==> src/hdl/cdb_consts.svh <==
`ifndef CDB_CONSTS_SVH
`define CDB_CONSTS_SVH

//////////////////////////////////////////////////////////////////////
// widths
//////////////////////////////////////////////////////////////////////

// operand and result word
`define CDB_DATA_W 32

// operation tag, returned with the result
`define CDB_TAG_W 4

//////////////////////////////////////////////////////////////////////
// unit latencies, acceptance to broadcast
//////////////////////////////////////////////////////////////////////

`define ALU_LATENCY 1
`define MUL_LATENCY 3

`endif

==> src/hdl/cdb_pkg.sv <==
`include "cdb_consts.svh"

package cdb_pkg;

	// data and tag words
	typedef logic [`CDB_DATA_W-1:0] word_t;
	typedef logic [`CDB_TAG_W-1:0]  tag_t;

	// operation codes
	// code 3 left free
	typedef enum logic [1:0] {
		OP_ADD = 2'd0,
		OP_SUB = 2'd1,
		OP_MUL = 2'd2
	} op_t;

	// one booked slot on the result bus
	typedef struct packed {
		logic valid;
		tag_t tag;
	} rsv_entry_t;

endpackage

==> src/hdl/unit_issue_if.sv <==
`timescale 1ns/1ps

interface unit_issue_if;
	import cdb_pkg::*;

	// one issued operation, no stall path back
	logic  valid;
	logic  sub;
	word_t a;
	word_t b;

	// scheduler side
	modport scheduler (
		output valid,
		output sub,
		output a,
		output b
	);

	// execution unit side
	modport unit (
		input valid,
		input sub,
		input a,
		input b
	);

endinterface

==> src/hdl/delay_line.sv <==
`timescale 1ns/1ps

module delay_line #(
	parameter int  DEPTH     = 2,
	parameter type payload_t = logic
) (
	input  logic     clk,
	input  logic     rst_n,
	input  payload_t in,
	output payload_t taps [DEPTH]
);

	// first stage loads the input
	always_ff @(posedge clk or negedge rst_n) begin
		if (!rst_n) begin
			taps[0] <= '0;
		end else begin
			taps[0] <= in;
		end
	end

	// remaining stages shift one per cycle
	for (genvar i = 1; i < DEPTH; i++) begin : g_stage
		always_ff @(posedge clk or negedge rst_n) begin
			if (!rst_n) begin
				taps[i] <= '0;
			end else begin
				taps[i] <= taps[i-1];
			end
		end
	end

endmodule

==> src/hdl/alu_unit.sv <==
`timescale 1ns/1ps

module alu_unit (
	input  logic           clk,
	input  logic           rst_n,
	unit_issue_if.unit     issue,
	output cdb_pkg::word_t result
);
	import cdb_pkg::*;

	word_t sum;
	word_t diff;

	//////////////////////////////////////////////////////////////////////
	// arithmetic
	//////////////////////////////////////////////////////////////////////

	// both results formed, sub picks one
	assign sum  = issue.a + issue.b;
	assign diff = issue.a - issue.b;

	//////////////////////////////////////////////////////////////////////
	// result stage
	//////////////////////////////////////////////////////////////////////

	// holds its value between issues
	always_ff @(posedge clk or negedge rst_n) begin
		if (!rst_n) begin
			result <= '0;
		end else if (issue.valid) begin
			if (issue.sub) begin
				result <= diff;
			end else begin
				result <= sum;
			end
		end
	end

endmodule

==> src/hdl/mul_unit.sv <==
`timescale 1ns/1ps
`include "cdb_consts.svh"

module mul_unit (
	input  logic           clk,
	input  logic           rst_n,
	unit_issue_if.unit     issue,
	output cdb_pkg::word_t result
);
	import cdb_pkg::*;

	logic [2*`CDB_DATA_W-1:0] full_product;
	word_t                    product;
	word_t                    prod_taps [`MUL_LATENCY-1];

	//////////////////////////////////////////////////////////////////////
	// first stage
	//////////////////////////////////////////////////////////////////////

	assign full_product = issue.a * issue.b;

	// only the low half goes on the bus
	always_ff @(posedge clk) begin
		if (issue.valid) begin
			product <= full_product[`CDB_DATA_W-1:0];
		end
	end

	//////////////////////////////////////////////////////////////////////
	// remaining stages
	//////////////////////////////////////////////////////////////////////

	// shifts every cycle, so a new multiply can enter each cycle
	delay_line #(
		.DEPTH     (`MUL_LATENCY - 1),
		.payload_t (word_t)
	) u_prod_delay (
		.clk   (clk),
		.rst_n (rst_n),
		.in    (product),
		.taps  (prod_taps)
	);

	// last tap lines up with the booked bus slot
	assign result = prod_taps[`MUL_LATENCY-2];

endmodule

==> src/hdl/cdb_scheduler.sv <==
`timescale 1ns/1ps
`include "cdb_consts.svh"

module cdb_scheduler (
	input  logic            clk,
	input  logic            rst_n,
	// issue side
	input  logic            issue_valid,
	output logic            issue_ready,
	input  cdb_pkg::op_t    issue_op,
	input  cdb_pkg::tag_t   issue_tag,
	input  cdb_pkg::word_t  issue_a,
	input  cdb_pkg::word_t  issue_b,
	// execution units
	unit_issue_if.scheduler alu_issue,
	unit_issue_if.scheduler mul_issue,
	input  cdb_pkg::word_t  alu_result,
	input  cdb_pkg::word_t  mul_result,
	// result bus
	output logic            cdb_valid,
	output cdb_pkg::tag_t   cdb_tag,
	output cdb_pkg::word_t  cdb_data
);
	import cdb_pkg::*;

	// multiply booking that owns the bus this cycle
	localparam int LAST_TAP    = `MUL_LATENCY - 1;
	// multiply booking that an add accepted now would land on
	localparam int COLLIDE_TAP = `MUL_LATENCY - `ALU_LATENCY - 1;

	logic       is_mul;
	logic       accept;
	logic       accept_alu;
	logic       accept_mul;
	logic       mul_owns_bus;
	rsv_entry_t mul_rsv_in;
	rsv_entry_t mul_rsv [`MUL_LATENCY];
	rsv_entry_t alu_rsv;

	//////////////////////////////////////////////////////////////////////
	// issue handshake
	//////////////////////////////////////////////////////////////////////

	assign is_mul = (issue_op == OP_MUL);

	// multiply always goes, it books the slot ahead
	// short op refused when its slot is already taken
	assign issue_ready = is_mul || !mul_rsv[COLLIDE_TAP].valid;

	assign accept     = issue_valid && issue_ready;
	assign accept_alu = accept && !is_mul;
	assign accept_mul = accept && is_mul;

	//////////////////////////////////////////////////////////////////////
	// routing to units
	//////////////////////////////////////////////////////////////////////

	assign alu_issue.valid = accept_alu;
	assign alu_issue.sub   = (issue_op == OP_SUB);
	assign alu_issue.a     = issue_a;
	assign alu_issue.b     = issue_b;

	// mul unit has no use for sub
	assign mul_issue.valid = accept_mul;
	assign mul_issue.sub   = 1'b0;
	assign mul_issue.a     = issue_a;
	assign mul_issue.b     = issue_b;

	//////////////////////////////////////////////////////////////////////
	// reservation chain
	//////////////////////////////////////////////////////////////////////

	assign mul_rsv_in.valid = accept_mul;
	assign mul_rsv_in.tag   = issue_tag;

	// multiply bookings, one stage per cycle
	delay_line #(
		.DEPTH     (`MUL_LATENCY),
		.payload_t (rsv_entry_t)
	) u_mul_rsv (
		.clk   (clk),
		.rst_n (rst_n),
		.in    (mul_rsv_in),
		.taps  (mul_rsv)
	);

	// add/sub booking, lives for the single cycle of its result
	always_ff @(posedge clk or negedge rst_n) begin
		if (!rst_n) begin
			alu_rsv <= '0;
		end else begin
			alu_rsv.valid <= accept_alu;
			alu_rsv.tag   <= issue_tag;
		end
	end

	//////////////////////////////////////////////////////////////////////
	// result bus
	//////////////////////////////////////////////////////////////////////

	assign mul_owns_bus = mul_rsv[LAST_TAP].valid;

	// never both valid, the ready rule keeps them apart
	assign cdb_valid = mul_owns_bus || alu_rsv.valid;
	assign cdb_tag   = mul_owns_bus ? mul_rsv[LAST_TAP].tag : alu_rsv.tag;
	assign cdb_data  = mul_owns_bus ? mul_result : alu_result;

endmodule

==> src/hdl/cdb_core.sv <==
`timescale 1ns/1ps

module cdb_core (
	input  logic           clk,
	input  logic           rst_n,
	// issue
	input  logic           issue_valid,
	output logic           issue_ready,
	input  cdb_pkg::op_t   issue_op,
	input  cdb_pkg::tag_t  issue_tag,
	input  cdb_pkg::word_t issue_a,
	input  cdb_pkg::word_t issue_b,
	// result bus
	output logic           cdb_valid,
	output cdb_pkg::tag_t  cdb_tag,
	output cdb_pkg::word_t cdb_data
);
	import cdb_pkg::*;

	word_t alu_result;
	word_t mul_result;

	// one issue path per unit
	unit_issue_if alu_if();
	unit_issue_if mul_if();

	//////////////////////////////////////////////////////////////////////
	// bus scheduler
	//////////////////////////////////////////////////////////////////////

	cdb_scheduler u_scheduler (
		.clk         (clk),
		.rst_n       (rst_n),
		.issue_valid (issue_valid),
		.issue_ready (issue_ready),
		.issue_op    (issue_op),
		.issue_tag   (issue_tag),
		.issue_a     (issue_a),
		.issue_b     (issue_b),
		.alu_issue   (alu_if),
		.mul_issue   (mul_if),
		.alu_result  (alu_result),
		.mul_result  (mul_result),
		.cdb_valid   (cdb_valid),
		.cdb_tag     (cdb_tag),
		.cdb_data    (cdb_data)
	);

	//////////////////////////////////////////////////////////////////////
	// execution units
	//////////////////////////////////////////////////////////////////////

	alu_unit u_alu (
		.clk    (clk),
		.rst_n  (rst_n),
		.issue  (alu_if),
		.result (alu_result)
	);

	mul_unit u_mul (
		.clk    (clk),
		.rst_n  (rst_n),
		.issue  (mul_if),
		.result (mul_result)
	);

endmodule

==> config.mk <==
export PLATFORM = sky130hd
export DESIGN_NAME = cdb_core
export DESIGN_NICKNAME = d
export VERILOG_FILES = /design/src/hdl/cdb_pkg.sv /design/src/hdl/unit_issue_if.sv /design/src/hdl/delay_line.sv /design/src/hdl/alu_unit.sv /design/src/hdl/mul_unit.sv /design/src/hdl/cdb_scheduler.sv /design/src/hdl/cdb_core.sv
export VERILOG_INCLUDE_DIRS = /design/src /design/src/hdl
export SDC_FILE = /design/constraint.sdc
export NUM_CORES = 1
export LEC_CHECK = 0
export BUFFER_PORTS_ARGS = -buffer_cell sky130_fd_sc_hd__buf_2
export CORE_MARGIN = 1.5
export CORE_UTILIZATION = 32
export CTS_BUF_LIST = sky130_fd_sc_hd__clkbuf_16
export CTS_CLUSTER_SIZE = 14
export DETAILED_ROUTE_END_ITERATION = 8
export HOLD_SLACK_MARGIN = 0.12
export PLACE_DENSITY = 0.54
export SLEW_MARGIN = 20
export SYNTH_ARGS = -nofsm -noshare
export SYNTH_HDL_FRONTEND = slang
export SYNTH_SLANG_ARGS = --single-unit
==> constraint.sdc <==
create_clock -name clk -period 5.25 [get_ports clk]
set_clock_uncertainty 0.2 [all_clocks]
set_input_delay 0.7875 -clock clk [delete_from_list [all_inputs] [get_ports clk]]
set_output_delay 0.7875 -clock clk [all_outputs]
set_load 0.01 [all_outputs]
==> impl_metrics.ini <==
[logic_synthesis]
synth_top_area_share_pct = 36.7
ys_ff_latch = 144
synthTopCellsByCount = 409 x fa_1, 409 x inv_1, 311 x nand2_1, 270 x and2_1, 156 x ha_1
syn_area_per_cell_um2 = 9.68
synth_area_leader_cell = fa_1
ys_types = 62
synthTopCellsByArea = fa_1 37%, dfrtp_1 13%, ha_1 8.7%
synthCells = 2305
ys_warn_count = 0
synth-edff-count = 32
synthFlopType = dfrtp_1
synthArstFlopShare_pct = 77.8
syn_area_mm2 = 0.0223
syn-num-nets = 2943
ys_seq_area_share_pct = 16.9

[timing]
tightestPinTransition_ns = 0.935
hold_viol_final = 0
period_share_pct = 137
period_needed_ns = 7.19
slew_headroom_pct = 37.5
maxSlewViolCount = 0
fmax_ghz = 0.139
setup_ws_ns = -1.94
rsz0062_at_grt = yes
setup_violations = 23

[die]
die_w_um = 267
core_mm2 = 0.0688
die_area_mm2 = 0.0713
die_h_um = 267
initial_utilization_pct = 32.4
rows = 96
io_pins = 111

[global_route]
overflow = 0
grt_antenna_before_repair = 10
grtUsageTotal_pct = 20.7
grt_pass1_wl_um = 111000
grt_max_degree = 72
grt_pass1_vias = 18500

[routing]
routed_wl_um = 71100
route.vias.total = 16900
ant_nets = 0
drc = 0
dr.pass1.iters = 5
drtIter0Drc = 1240
via_per_inst = 4.76
wl_per_cell_um = 20.0

[clock_network]
cts_max_level = 4
cts_buffers = 17
clk_pin_slew_ns = 0.08
clk-insertion-delay-late_ns = 0.46
clock_tree.root_cell = clkbuf_16
cts.sinks = 144
cts_hold_buf = 0
cts_tree = done
clockBufferDepth = 2

[hold_path]
hp-start = u_mul.product[16]
hold_class = flip-flop to flip-flop

[placed_design]
hpwl_um = 59000
portBuffers = 110
gp_congestion = 0.924
placedCellCount = 3490

[layout]
nFillCells = 6829
drive_above_1_share_pct = 22.5
fin_cells = 3550
multiInputGateArea_mm2 = 0.0171
area_growth_syn_to_layout_pct = 22.2
ff_latch_area_mm2 = 0.00376
nets = 3243

[worst_setup_path]
critical_path.startpoint = issue_b[3]
cp-start-kind = input pin
required_ns = 5.26
path_class = input pin to flip-flop
r2r_start = u_scheduler.u_mul_rsv.taps[9]
critPathCaptureType = flip-flop
critPathArrivalTime_ns = 7.21
crit_fanout = 4

[run_status]
status = finished, violations left
violations = negative setup slack

[run]
drv_cap = 0
layer usage:
metal	track usage, %	part of all wire [%]
met2	32.7	45
met3	2.34	6.0
met5	0	0.098
met1	29.8	46
met4	5.82	2.7
critical path: stages:
cell and delay, ns:
buf_12 0.12, buf_6 0.11, and2_4 0.13, fa_1 0.49
inv_1 0.05, fa_1 0.54, fa_1 0.46, fa_1 0.55
inv_2 0.05, fa_1 0.51, fa_1 0.45, fa_1 0.52
fa_1 0.58, ha_4 0.23, a21oi_4 0.17, inv_2 0.05
a221o_1 0.34, a31oi_4 0.17, buf_12 0.14, a21oi_2 0.06
nand4_1 0.10, nand2_1 0.09, o41a_1 0.33, xor2_1 0.15
area by class of cell:
cell class / instances / share of cell area [%]
clock inverter: 15 / 0.601
clock buffer: 17 / 1.56
multi-input combinational: 1636 / 62.8
inverter: 409 / 5.64
antenna: 1 / 0.00918
tap: 931 / 4.27
timing repair buffer: 397 / 11.3
sequential: 144 / 13.8
per-stage QoR:
step           cell area [um^2]  worst slack (ns)  setup TNS, ns  util (%)  hold slack [ns]
6_report                  27300             -1.94         -29.26      39.6            0.148
5_1_grt                   27300             -2.10         -32.72      39.6            0.154
4_1_cts                   26900             -1.93         -28.58      39.1            0.150
3_5_place_dp              25800             -2.63         -43.26      37.5            0.134
3_3_place_gp              25800             -2.60         -42.75      37.5            0.132
2_1_floorplan             22600             -2.13         -29.18         -            0.131
what timing repair did:
item | 4_1_cts | 5_1_grt
buffers inserted | 14 | 17
gates resized for setup | 106 | 70
pin swaps | 60 | 35
endpoints found under the setup margin | 23 | 24
layout by cell type (no fill, tap or decap), types with 8 or more instances in the layout:
master / n
a21o_1: 21
a21oi_1: 33
a21oi_2: 11
and2_1: 250
and2_4: 20
buf_12: 14
buf_2: 87
buf_4: 259
buf_6: 31
clkbuf_16: 17
dfrtp_1: 111
edfxtp_1: 32
fa_1: 394
fa_2: 15
ha_1: 142
ha_4: 13
inv_1: 393
inv_2: 15
mux2_2: 36
nand2_1: 309
nand2b_1: 10
nor2_1: 34
nor2b_1: 8
o21a_1: 9
o21ai_0: 31
o21ai_1: 26
xnor2_1: 92
xor2_1: 46
cells by family (layout without fill, tap and decap cells):
logic type	count (synthesis)	after routing	share of synthesized area, %
AO/OA/AOI/OAI	203	203	5.93
XOR/XNOR	140	140	5.50
adder cells (fa/ha/maj)	565	565	45.4
buffers and inverters	525	838	8.83
flip-flops	144	144	16.9
multiplexers	37	37	1.86
other	0	1	0
AND/OR/NAND/NOR	691	691	15.6
registers in the layout (all words and copies together) (netlist names):
name                        count
u_scheduler.u_mul_rsv.taps     11
u_mul.product                  32
u_mul.u_prod_delay.taps        64
u_scheduler.alu_rsv             5
u_alu.result                   32
final timing paths:
| path | to | slack [ns] | cells past startpoint |
|---|---|---|---|
| min reg2reg | u_mul.u_prod_delay.taps[48] | 0.15 | 0 |
| min | u_mul.u_prod_delay.taps[48] | 0.15 | 0 |
| max | u_mul.product[29] | -1.94 | 24 |
| max reg2reg | u_alu.result[9] | 3.02 | 3 |
| max in group asynchronous | u_mul.u_prod_delay.taps[29] | 3.50 | 2 |
| min in group asynchronous | u_mul.u_prod_delay.taps[37] | 0.26 | 1 |
Power is not shown: default switching activity piles up to over one toggle a cycle in this logic, so the estimate is an artifact.
